==> config.mk <==
export PLATFORM = sky130hd
export DESIGN_NAME = pipe_core
export DESIGN_NICKNAME = d
export VERILOG_FILES = /design/src/rtl/pipe_pkg.sv /design/src/rtl/reg_file.sv /design/src/rtl/forwarding_control.sv /design/src/rtl/alu.sv /design/src/rtl/operand_read.sv /design/src/rtl/execute_stage.sv /design/src/rtl/pipe_core.sv
export SDC_FILE = /design/constraint.sdc
export NUM_CORES = 1
export LEC_CHECK = 0
export CORE_ASPECT_RATIO = 0.75
export CORE_MARGIN = 5
export CORE_UTILIZATION = 65
export CTS_CLUSTER_SIZE = 8
export DETAILED_ROUTE_END_ITERATION = 16
export DONT_BUFFER_PORTS = 1
export PLACE_DENSITY_LB_ADDON = 0.05
export SLEW_MARGIN = 40
export SYNTH_ARGS = -nofsm -noshare
export SYNTH_HDL_FRONTEND = slang
export SYNTH_SLANG_ARGS = --single-unit
==> constraint.sdc <==
create_clock -name clk -period 14.5 [get_ports clk]
set_clock_uncertainty 0.15 [all_clocks]
set_input_delay 2.9 -clock clk [delete_from_list [all_inputs] [get_ports clk]]
set_output_delay 2.9 -clock clk [all_outputs]
set_load 0.02 [all_outputs]
==> src/rtl/pipe_pkg.sv <==
`default_nettype none

package pipe_pkg;

    parameter int DATA_W     = 16;  // Register and ALU width
    parameter int REG_ADDR_W = 3;   // Eight registers

    typedef logic [DATA_W-1:0]     data_t;      // Operand or result
    typedef logic [REG_ADDR_W-1:0] reg_addr_t;  // Register number

    // Operations carried down the pipe
    typedef enum logic [2:0] {
        op_add  = 3'd0,
        op_sub  = 3'd1,
        op_and  = 3'd2,
        op_or   = 3'd3,
        op_xor  = 3'd4,
        op_slt  = 3'd5,  // Signed less-than, 1 or 0
        op_addi = 3'd6,  // Source 1 plus immediate
        op_li   = 3'd7   // Immediate only
    } alu_op_t;

    // Source of an EX operand
    typedef enum logic [1:0] {
        fwd_none = 2'b00,  // Value read into ID/EX
        fwd_wb   = 2'b01,  // From MEM/WB
        fwd_mem  = 2'b10   // From EX/MEM
    } fwd_sel_t;

endpackage

`default_nettype wire

==> src/rtl/reg_file.sv <==
`timescale 1ns/1ps
`default_nettype none

module reg_file #(
    parameter int DATA_W     = pipe_pkg::DATA_W,
    parameter int REG_ADDR_W = pipe_pkg::REG_ADDR_W
) (
    input  wire                      clk,
    input  wire                      arst_n,
    input  wire pipe_pkg::reg_addr_t rd_addr1,  // Read port 1
    input  wire pipe_pkg::reg_addr_t rd_addr2,  // Read port 2
    input  wire                      wr_en,
    input  wire pipe_pkg::reg_addr_t wr_addr,
    input  wire pipe_pkg::data_t     wr_data,
    output pipe_pkg::data_t          rd_data1,
    output pipe_pkg::data_t          rd_data2
);
    import pipe_pkg::*;

    localparam int NUM_REGS = 2 ** REG_ADDR_W;

    logic [DATA_W-1:0] regs [NUM_REGS];  // Register 0 is never written

    // Write bypass so that a reader three behind the writer sees the new value
    function automatic data_t read_port(
        input reg_addr_t addr,
        input data_t     stored,  // Current contents of addr
        input logic      we,
        input reg_addr_t waddr,
        input data_t     wdata
    );
        if (addr == '0)
            read_port = '0;  // Hardwired zero
        else if (we && (addr == waddr))
            read_port = wdata;
        else
            read_port = stored;
    endfunction

    always_ff @(posedge clk or negedge arst_n)
    begin
        if (!arst_n)
        begin
            for (int i = 0; i < NUM_REGS; i++)
                regs[i] <= '0;
        end
        else if (wr_en && (wr_addr != '0))
        begin
            regs[wr_addr] <= wr_data;
        end
    end

    assign rd_data1 = read_port(rd_addr1, regs[rd_addr1], wr_en, wr_addr, wr_data);
    assign rd_data2 = read_port(rd_addr2, regs[rd_addr2], wr_en, wr_addr, wr_data);

endmodule

`default_nettype wire

==> src/rtl/forwarding_control.sv <==
`timescale 1ns/1ps
`default_nettype none

module forwarding_control #(
    parameter int REG_ADDR_W = pipe_pkg::REG_ADDR_W
) (
    input  wire pipe_pkg::reg_addr_t idex_src1,       // EX operand 1 register
    input  wire pipe_pkg::reg_addr_t idex_src2,       // EX operand 2 register
    input  wire                      exmem_regwrite,  // MEM step writes
    input  wire pipe_pkg::reg_addr_t exmem_dest,
    input  wire                      memwb_regwrite,  // WB step writes
    input  wire pipe_pkg::reg_addr_t memwb_dest,
    output pipe_pkg::fwd_sel_t       fwd_src1,        // Mux select, operand 1
    output pipe_pkg::fwd_sel_t       fwd_src2         // Mux select, operand 2
);
    import pipe_pkg::*;

    localparam reg_addr_t ZERO_REG = {REG_ADDR_W{1'b0}};

    // One source at a time, the other select is left alone
    function automatic fwd_sel_t pick_source(
        input reg_addr_t src,
        input logic      mem_we,
        input reg_addr_t mem_dest,
        input logic      wb_we,
        input reg_addr_t wb_dest
    );
        logic mem_hit;
        logic wb_hit;
        mem_hit = mem_we && (mem_dest != ZERO_REG) && (mem_dest == src);
        wb_hit  = wb_we && (wb_dest != ZERO_REG) && (wb_dest == src);
        if (mem_hit)
            pick_source = fwd_mem;   // Newest result wins
        else if (wb_hit)
            pick_source = fwd_wb;
        else
            pick_source = fwd_none;  // Value from the file is current
    endfunction

    always_comb
    begin
        fwd_src1 = pick_source(idex_src1, exmem_regwrite, exmem_dest,
                               memwb_regwrite, memwb_dest);
        fwd_src2 = pick_source(idex_src2, exmem_regwrite, exmem_dest,
                               memwb_regwrite, memwb_dest);
    end

endmodule

`default_nettype wire

==> src/rtl/alu.sv <==
`timescale 1ns/1ps
`default_nettype none

module alu #(
    parameter int DATA_W = pipe_pkg::DATA_W
) (
    input  wire pipe_pkg::alu_op_t op,
    input  wire pipe_pkg::data_t   a,    // Source 1 after bypass
    input  wire pipe_pkg::data_t   b,    // Source 2 after bypass
    input  wire pipe_pkg::data_t   imm,
    output pipe_pkg::data_t        result
);
    import pipe_pkg::*;

    logic less;  // Signed a < b

    assign less = $signed(a) < $signed(b);

    always_comb
    begin
        case (op)
            op_add:  result = a + b;  // Wraps at DATA_W
            op_sub:  result = a - b;
            op_and:  result = a & b;
            op_or:   result = a | b;
            op_xor:  result = a ^ b;
            op_slt:  result = {{(DATA_W-1){1'b0}}, less};
            op_addi: result = a + imm;
            op_li:   result = imm;   // Load immediate, sources ignored
            default:
            begin
                result = '0;
            end
        endcase
    end

endmodule

`default_nettype wire

==> src/rtl/operand_read.sv <==
`timescale 1ns/1ps
`default_nettype none

module operand_read #(
    parameter int REG_ADDR_W = pipe_pkg::REG_ADDR_W
) (
    input  wire                      clk,
    input  wire                      arst_n,
    input  wire                      in_valid,     // One instruction per high cycle
    input  wire pipe_pkg::alu_op_t   in_op,
    input  wire pipe_pkg::reg_addr_t in_dest,
    input  wire pipe_pkg::reg_addr_t in_src1,
    input  wire pipe_pkg::reg_addr_t in_src2,
    input  wire pipe_pkg::data_t     in_imm,
    input  wire                      in_regwrite,
    input  wire pipe_pkg::data_t     rd_data1,     // From register file
    input  wire pipe_pkg::data_t     rd_data2,
    output pipe_pkg::reg_addr_t      rd_addr1,
    output pipe_pkg::reg_addr_t      rd_addr2,
    output logic                     idex_valid,
    output pipe_pkg::alu_op_t        idex_op,
    output pipe_pkg::reg_addr_t      idex_dest,
    output logic                     idex_regwrite,
    output pipe_pkg::reg_addr_t      idex_src1,
    output pipe_pkg::reg_addr_t      idex_src2,
    output pipe_pkg::data_t          idex_imm,
    output pipe_pkg::data_t          idex_val1,
    output pipe_pkg::data_t          idex_val2
);

    // Source numbers go straight to the file
    assign rd_addr1 = in_src1;
    assign rd_addr2 = in_src2;

    // ID/EX control
    always_ff @(posedge clk or negedge arst_n)
    begin
        if (!arst_n)
        begin
            idex_valid    <= 1'b0;
            idex_regwrite <= 1'b0;
        end
        else
        begin
            idex_valid    <= in_valid;
            idex_regwrite <= in_valid && in_regwrite;  // Bubble never writes
        end
    end

    // ID/EX payload
    always_ff @(posedge clk)
    begin
        idex_op   <= in_op;
        idex_dest <= in_valid ? in_dest : {REG_ADDR_W{1'b0}};  // Bubble targets r0
        idex_src1 <= in_src1;
        idex_src2 <= in_src2;
        idex_imm  <= in_imm;
        idex_val1 <= rd_data1;
        idex_val2 <= rd_data2;
    end

endmodule

`default_nettype wire

==> src/rtl/execute_stage.sv <==
`timescale 1ns/1ps
`default_nettype none

module execute_stage #(
    parameter int DATA_W = pipe_pkg::DATA_W
) (
    input  wire                      clk,
    input  wire                      arst_n,
    input  wire                      idex_valid,
    input  wire pipe_pkg::alu_op_t   idex_op,
    input  wire pipe_pkg::reg_addr_t idex_dest,
    input  wire                      idex_regwrite,
    input  wire pipe_pkg::data_t     idex_imm,
    input  wire pipe_pkg::data_t     idex_val1,
    input  wire pipe_pkg::data_t     idex_val2,
    input  wire pipe_pkg::fwd_sel_t  fwd_src1,
    input  wire pipe_pkg::fwd_sel_t  fwd_src2,
    output logic                     exmem_regwrite,
    output pipe_pkg::reg_addr_t      exmem_dest,
    output pipe_pkg::data_t          exmem_result,
    output logic                     memwb_valid,
    output logic                     memwb_regwrite,
    output pipe_pkg::reg_addr_t      memwb_dest,
    output pipe_pkg::data_t          memwb_result
);
    import pipe_pkg::*;

    logic  exmem_valid;  // Occupancy of the MEM step
    data_t opnd1;        // Operands after bypass
    data_t opnd2;
    data_t alu_result;

    // Same three-way mux for both operands
    function automatic data_t bypass(
        input fwd_sel_t sel,
        input data_t    idex_val,
        input data_t    mem_val,
        input data_t    wb_val
    );
        case (sel)
            fwd_mem: bypass = mem_val;
            fwd_wb:  bypass = wb_val;
            default: bypass = idex_val;
        endcase
    endfunction

    assign opnd1 = bypass(fwd_src1, idex_val1, exmem_result, memwb_result);
    assign opnd2 = bypass(fwd_src2, idex_val2, exmem_result, memwb_result);

    alu #(
        .DATA_W (DATA_W)
    ) alu_inst (
        .op     (idex_op),
        .a      (opnd1),
        .b      (opnd2),
        .imm    (idex_imm),
        .result (alu_result)
    );

    always_ff @(posedge clk or negedge arst_n)
    begin
        if (!arst_n)
        begin
            exmem_valid    <= 1'b0;
            exmem_regwrite <= 1'b0;
            memwb_valid    <= 1'b0;
            memwb_regwrite <= 1'b0;
        end
        else
        begin
            exmem_valid    <= idex_valid;
            exmem_regwrite <= idex_regwrite;
            memwb_valid    <= exmem_valid;     // Moved unchanged as there is no data memory
            memwb_regwrite <= exmem_regwrite;
        end
    end

    always_ff @(posedge clk)
    begin
        exmem_dest   <= idex_dest;
        exmem_result <= alu_result;
        memwb_dest   <= exmem_dest;
        memwb_result <= exmem_result;
    end

endmodule

`default_nettype wire

==> src/rtl/pipe_core.sv <==
`timescale 1ns/1ps
`default_nettype none

module pipe_core #(
    parameter int DATA_W     = pipe_pkg::DATA_W,
    parameter int REG_ADDR_W = pipe_pkg::REG_ADDR_W
) (
    input  wire                      clk,
    input  wire                      arst_n,
    input  wire                      in_valid,
    input  wire pipe_pkg::alu_op_t   in_op,
    input  wire pipe_pkg::reg_addr_t in_dest,
    input  wire pipe_pkg::reg_addr_t in_src1,
    input  wire pipe_pkg::reg_addr_t in_src2,
    input  wire pipe_pkg::data_t     in_imm,
    input  wire                      in_regwrite,
    output wire                      wb_valid,     // MEM/WB seen from outside
    output wire                      wb_regwrite,
    output wire pipe_pkg::reg_addr_t wb_dest,
    output wire pipe_pkg::data_t     wb_data
);
    import pipe_pkg::*;

    wire reg_addr_t rd_addr1;
    wire reg_addr_t rd_addr2;
    wire data_t     rd_data1;
    wire data_t     rd_data2;
    wire            idex_valid;
    wire alu_op_t   idex_op;
    wire reg_addr_t idex_dest;
    wire            idex_regwrite;
    wire reg_addr_t idex_src1;
    wire reg_addr_t idex_src2;
    wire data_t     idex_imm;
    wire data_t     idex_val1;
    wire data_t     idex_val2;
    wire fwd_sel_t  fwd_src1;
    wire fwd_sel_t  fwd_src2;
    wire            exmem_regwrite;
    wire reg_addr_t exmem_dest;
    wire data_t     exmem_result;

    // MEM/WB feeds the file write port, wb_* are the same nets
    reg_file #(
        .DATA_W     (DATA_W),
        .REG_ADDR_W (REG_ADDR_W)
    ) reg_file_inst (
        .clk      (clk),
        .arst_n   (arst_n),
        .rd_addr1 (rd_addr1),
        .rd_addr2 (rd_addr2),
        .wr_en    (wb_regwrite),
        .wr_addr  (wb_dest),
        .wr_data  (wb_data),
        .rd_data1 (rd_data1),
        .rd_data2 (rd_data2)
    );

    operand_read #(
        .REG_ADDR_W (REG_ADDR_W)
    ) operand_read_inst (
        .clk           (clk),
        .arst_n        (arst_n),
        .in_valid      (in_valid),
        .in_op         (in_op),
        .in_dest       (in_dest),
        .in_src1       (in_src1),
        .in_src2       (in_src2),
        .in_imm        (in_imm),
        .in_regwrite   (in_regwrite),
        .rd_data1      (rd_data1),
        .rd_data2      (rd_data2),
        .rd_addr1      (rd_addr1),
        .rd_addr2      (rd_addr2),
        .idex_valid    (idex_valid),
        .idex_op       (idex_op),
        .idex_dest     (idex_dest),
        .idex_regwrite (idex_regwrite),
        .idex_src1     (idex_src1),
        .idex_src2     (idex_src2),
        .idex_imm      (idex_imm),
        .idex_val1     (idex_val1),
        .idex_val2     (idex_val2)
    );

    forwarding_control #(
        .REG_ADDR_W (REG_ADDR_W)
    ) forwarding_control_inst (
        .idex_src1      (idex_src1),
        .idex_src2      (idex_src2),
        .exmem_regwrite (exmem_regwrite),
        .exmem_dest     (exmem_dest),
        .memwb_regwrite (wb_regwrite),
        .memwb_dest     (wb_dest),
        .fwd_src1       (fwd_src1),
        .fwd_src2       (fwd_src2)
    );

    execute_stage #(
        .DATA_W (DATA_W)
    ) execute_stage_inst (
        .clk            (clk),
        .arst_n         (arst_n),
        .idex_valid     (idex_valid),
        .idex_op        (idex_op),
        .idex_dest      (idex_dest),
        .idex_regwrite  (idex_regwrite),
        .idex_imm       (idex_imm),
        .idex_val1      (idex_val1),
        .idex_val2      (idex_val2),
        .fwd_src1       (fwd_src1),
        .fwd_src2       (fwd_src2),
        .exmem_regwrite (exmem_regwrite),
        .exmem_dest     (exmem_dest),
        .exmem_result   (exmem_result),
        .memwb_valid    (wb_valid),
        .memwb_regwrite (wb_regwrite),
        .memwb_dest     (wb_dest),
        .memwb_result   (wb_data)
    );

endmodule

`default_nettype wire

# ---- Word level (Yosys, flattened, before mapping)
# Index checks and enable logic that the tools add are counted.
dict set report word_totals {
  inputBits 32
  out_inout_bits 21
  elab_cells 89
  register_bits 232
}
dict set report op_classes {
  mux 18
  order_cmp 5
  bitwise_logic 6
  n_eq_ne 17
  n_addsub 3
  n_reduce_logical 15
}
# cell n
set op_table {}
lappend op_table {{$bwmux W128} 1}
lappend op_table {{$pmux W16 S8} 1}
lappend op_table {{$mux W16} 7}
lappend op_table {{$bmux W16 S3} 2}
lappend op_table {{$pmux W16 S2} 2}
lappend op_table {{$demux W16 S3} 1}
lappend op_table {{$add A16 B16 Y16} 2}
lappend op_table {{$eq A3 B3 Y1} 6}
lappend op_table {{$and A16 B16 Y16} 1}
lappend op_table {{$lt A16 B16 Y1} 1}
lappend op_table {{$or A16 B16 Y16} 1}
lappend op_table {{$sub A16 B16 Y16} 1}
lappend op_table {{$xor A16 B16 Y16} 1}
lappend op_table {{$eq A3 B3 Y1 const B} 4}
lappend op_table {{$ge A4 B4 Y1 const B} 3}
lappend op_table {{$not A3 Y4} 3}
lappend op_table {{$logic_and A1 B1 Y1} 10}
lappend op_table {{$logic_not A3 Y1} 3}
lappend op_table {{$eq A3 B2 Y1 const B} 2}
lappend op_table {{$reduce_bool A3 Y1} 2}
lappend op_table {{$eq A2 B1 Y1 const B} 2}
lappend op_table {{$eq A2 B2 Y1 const B} 2}
lappend op_table {{$lt A4 B1 Y1 const B} 1}
lappend op_table {{$mux W2} 2}
lappend op_table {{2 further kinds} 3}

# ---- Longest topological paths before layout
dict set report logic_depth {
  word_depth 9
  ltp_mapped 23
}

# ---- Cells and area by module
# A second synthesis with hierarchy kept.
dict set report unflattened {
  cells_unflattened 1243
  area_unflattened_um2 13645.6
}
# mod cells_per_inst instances seq_area_each_um2 area_per_inst_um2
set modules_own_cells {}
lappend modules_own_cells {reg_file 547 1 3203.1 7245.7}
lappend modules_own_cells {alu 444 1 0.0 3208.1}
lappend modules_own_cells {execute_stage 160 1 860.8 1700.4}
lappend modules_own_cells {operand_read 72 1 1251.2 1321.3}
lappend modules_own_cells {forwarding_control 20 1 0.0 170.2}

# ---- Least setup slack after synthesis
# OpenSTA, ideal clock, no wires.
dict set report synth_timing {
  path_kind {reg2reg}
  start {reg execute_stage_inst.memwb_dest[0]}
  end {reg execute_stage_inst.exmem_result[15]}
  synth_period_minus_slack_ns 4.839
  path_buffers 2
  setup_time_ns 0.079
  required_time_ns 14.271
  slack_ns 9.661
  stages_incl_launch_ff 22
  arrival_ns 4.609
  path_cell_list {dfxtp_1 > clkbuf_1 > nor3b_1 > o211a_1 > nor2_1 > buf_2 > mux2i_1 > o21ai_0 > inv_1 > o21ai_0 > ha_1 > a21o_1 > a21oi_1 > o21ai_0 > a31o_2 > o41ai_1 > o21ai_0 > a21o_1 > a21oi_1 > xnor2_1 > o22ai_1 > a211oi_2}
}
dict set report synth_via {
  elab_chain_cells 9
  elab_cells_between_ends 23
  cone_classes {3 x add/sub; 6 x eq/ne; 7 x mux; 3 x bitwise; 4 x reduce/logical}
}
# item line
set synth_lines {}
lappend synth_lines {{start, declared} execute_stage.sv:23} ;# output pipe_pkg::reg_addr_t memwb_dest,
lappend synth_lines {{start signal, assigned} execute_stage.sv:82} ;# memwb_dest <= exmem_dest;
lappend synth_lines {{$reduce_bool A3 Y1} forwarding_control.sv:31} ;# wb_hit = wb_we && (wb_dest != ZERO_REG) && (wb_dest == src);
lappend synth_lines {{$logic_and A1 B1 Y1 (2 in series)} forwarding_control.sv:31}
lappend synth_lines {{$mux W1} forwarding_control.sv:34} ;# else if (wb_hit)
lappend synth_lines {{$mux W2} forwarding_control.sv:32} ;# if (mem_hit)
lappend synth_lines {{$eq A2 B1 Y1 or $eq A2 B2 Y1 (tied branches)} execute_stage.sv:40} ;# case (sel)
lappend synth_lines {{$pmux W16 S2} execute_stage.sv:40}
lappend synth_lines {{$add A16 B16 Y16 (tied with other cells)} alu.sv:28} ;# op_addi: result = a + imm;
lappend synth_lines {{$pmux W16 S8 *} alu.sv:21} ;# case (op)
lappend synth_lines {{net execute_stage_inst.alu_inst.result[15]} alu.sv:11} ;# output pipe_pkg::data_t result
lappend synth_lines {{end signal, assigned} execute_stage.sv:81} ;# exmem_result <= alu_result;
lappend synth_lines {{end, declared} execute_stage.sv:20} ;# output pipe_pkg::data_t exmem_result,
# The timed path passes the listed nets; every way through them passes the cells marked *.
# A chain may end at the register's enable or synchronous reset.

# ---- Worst setup path after layout
dict set report layout_timing {
  start {reg execute_stage_inst.memwb_dest[1]}
  end {reg execute_stage_inst.exmem_result[15]}
}
# The elaborated chain is that of the path after synthesis.

==> results.txt <==
Crit path top cell by count: o21ai_0
Distinct cell type count after synthesis: 70
Final clock period utilization by the worst path: 39.38%
Total of max-cap violations: 0
Leak: 6.241 nW
Die area: 0.02280 sq mm
Critical path required time: 14.77 ns
CP Capture Type: flip-flop
Cell Pwr Density: 169.8 mW/mm^2
Latest clock arrival within the worst-skew pair: 0.52 ns
Post-Synthesis Cells: 1189
Hold Vio Cnt, Final: 0
CTS clk-pin slew, worst paths: 0.05 ns
Startpoint Class: flip-flop
Pre-antenna DRT Iters: 5
Post-synth EDFFs: 0
Final WL: 33840 um
Initial antenna violation count: 0
Yosys reg bits: 232
H-tree depth: 2
Rows: 44
Hold depth: 0
Synth Area per Inst: 10.85 sq um
Die width: 172.7 um
CP max stage cell: dfxtp_1
Final Core Density: 72.43%
Initial drt markers: 945
CP peak stage delay: 0.81 ns
Setup Crit Path Kind: flip-flop to flip-flop
Status: complete, no violations
Hold-fix buffers at CTS: 0
Worst Hold Class: flip-flop to flip-flop
Post-CTS sizing: 0
Clock Path Buffers: 3
Syn Std Cell Area: 0.01290 sq mm
Fin. max-slew vios: 0
Routed wire length per instance: 23.70 um
Commonest non-fill, non-tap cells in the layout: dfrtp_1, mux2_2, dfxtp_1
Largest net degree at the start of global routing: 135
Antenna Cells: 0
Register area share after synthesis: 41.19%
Yosys warning total: 0
Drt drc: 0
Core ar.: 0.01943 sq mm
R2r worst-path depth: 18
Grt ovf: 0
Syn nets: 1280
Final antenna-violating net count: 0
Worst-Margin Slew: 0.8070 ns
Layout cells sized above 1: 21.53%
CP max FO: 15
Finish-stage setup viols: 0
Setup Fix Bufs, Post-CTS: 0
CTS tree: yes
Ys flop type: dfrtp_1
Peak supply drop: 0.1485 mV
GRT Total Usage: 29.61%
Effective utilization at floorplan: 66.39%
Synth-to-Final Area Change: 9.096%
TritonCTS Sinks: 232
FMAX: 0.1751 GHz
Post-Route Setup TNS: 0 ns
FFs w/ async S/R, synth: 57.76%
Tmin final: 5.709 ns
Number of port buffers: 0
Detailed placement HPWL: 22670 um
Crit path DAT: 5.98 ns
First-pass GRT wire length: 53280 um
Number of global-route vias before repair: 9200
CTS Buf Count: 35
Most common cell after layout, fill and taps aside: dfrtp_1
Ports: 53
Die height: 132.0 um
Nets: 1240
Final Wtd Congestion: 0.9655
Vias/cell: 6.590
Clk root buf: clkbuf_16
Unrepaired setup endpoints after global routing: no
Via Count: 9411
Crit path cell chain: or3b_4 -> a2111oi_4 -> nor2_1 -> buf_4 -> mux2i_1 -> o21ai_0 -> ha_1 -> a21o_1 -> a21oi_1 -> o21ai_0 -> a31o_2 -> o41ai_1 -> o21ai_0 -> a21o_1 -> a21oi_1 -> xnor2_1 -> o22ai_1 -> a211oi_2
Slew HR: 46.00%
registers in the layout (all words and copies together) (netlist names), 3 cells and up:
signal,cells
operand_read_inst.idex_val1,16
reg_file_inst.regs,128
operand_read_inst.idex_val2,16
operand_read_inst.idex_src2,3
execute_stage_inst.exmem_result,16
execute_stage_inst.memwb_result,16
execute_stage_inst.exmem_dest,3
operand_read_inst.idex_op,3
operand_read_inst.idex_dest,3
operand_read_inst.idex_imm,16
operand_read_inst.idex_src1,3
execute_stage_inst.memwb_dest,3
cells in the mapped netlist (19+ instances only):
cell type  number  area [sq um]
mux2_2        109          1227
mux2i_1        59         590.6
inv_1          48         180.2
nand3_1        24         120.1
nor2_1         75         281.5
mux4_2         65          1464
nand2_1        79         296.5
ha_1           57         713.2
clkbuf_1       79         296.5
xnor2_1        19         166.4
dfxtp_1        98          1962
dfrtp_1       134          3353
a211oi_1       38         285.3
a21oi_1        49         245.2
o21ai_0        77         385.4
layout make-up:
| cell class | instances | area [sq um] |
|---|---|---|
| Tap cell | 253 | 316.6 |
| Clock inverter | 3 | 58.81 |
| Fill cell | 1378 | 5358 |
| Sequential cell | 232 | 5315 |
| Inverter | 49 | 183.9 |
| Timing Repair Buffer | 16 | 120.1 |
| Multi-Input combinational cell | 815 | 7091 |
| Clock buffer | 60 | 991.0 |
cells by family after synthesis:
family / count (synthesis) / synth area share, %
AND/OR/NAND/NOR: 245 / 8.757
AO/OA/AOI/OAI: 244 / 12.29
multiplexers: 233 / 25.44
flip-flops: 232 / 41.19
buffers and inverters: 142 / 4.179
adder cells (fa/ha/maj): 59 / 5.838
XOR/XNOR: 34 / 2.308
power breakdown:
group / switching [mW] / internal [mW]
clock network: 0.295 / 0.467
logic: 0.347 / 0.334
registers: 0.162 / 0.784
total: 0.804 / 1.59
per-stage QoR:
stage               hold slack (ns)  instances  power [mW]  setup WS (ns)  area (sq um)
global placement             0.1667       1365       1.601          9.113         13010
global route                 0.1902       1428       2.520          8.476         14080
floorplan                    0.1596       1189       1.439          9.661         12900
detailed placement           0.1694       1365       1.615          8.946         13030
CTS                          0.1839       1428       2.386          8.855         14080
finish                       0.1798       1428       2.389          8.791         14080
critical path, delay by kind of cell (launching register included):
| kind | cells | cell delay [ns] |
|---|---|---|
| adder cells (fa/ha/maj) | 1 | 0.33 |
| XOR/XNOR | 1 | 0.14 |
| buffers and inverters | 1 | 0.23 |
| multiplexers | 1 | 0.14 |
| AND/OR/NAND/NOR | 2 | 0.58 |
| flip-flops | 1 | 0.81 |
| AO/OA/AOI/OAI | 12 | 3.26 |
worst paths after layout:
check	from	endpoint	slack [ns]
max	execute_stage_inst.memwb_dest[1]$_DFF_P_	execute_stage_inst.exmem_result[15]$_DFF_P_	8.79
min	operand_read_inst.idex_dest[0]$_SDFF_PN0_	execute_stage_inst.exmem_dest[0]$_DFF_P_	0.18
max reg2reg	execute_stage_inst.memwb_dest[1]$_DFF_P_	execute_stage_inst.exmem_result[15]$_DFF_P_	8.79
min reg2reg	operand_read_inst.idex_dest[0]$_SDFF_PN0_	execute_stage_inst.exmem_dest[0]$_DFF_P_	0.18
max in group asynchronous	arst_n	operand_read_inst.idex_regwrite$_DFF_PN0_	12.06
min in group asynchronous	arst_n	reg_file_inst.regs[93]$_DFFE_PN0P_	1.93
layer usage:
metal	vias up	GRT usage, %	wire length (um)
li1	4278	-	-
met1	4617	43.22	14630
met2	446	44.10	14850
met3	70	8.171	3586
met4	0	8.162	776
met5	-	0	0
Power figures use the tool's default switching activity.
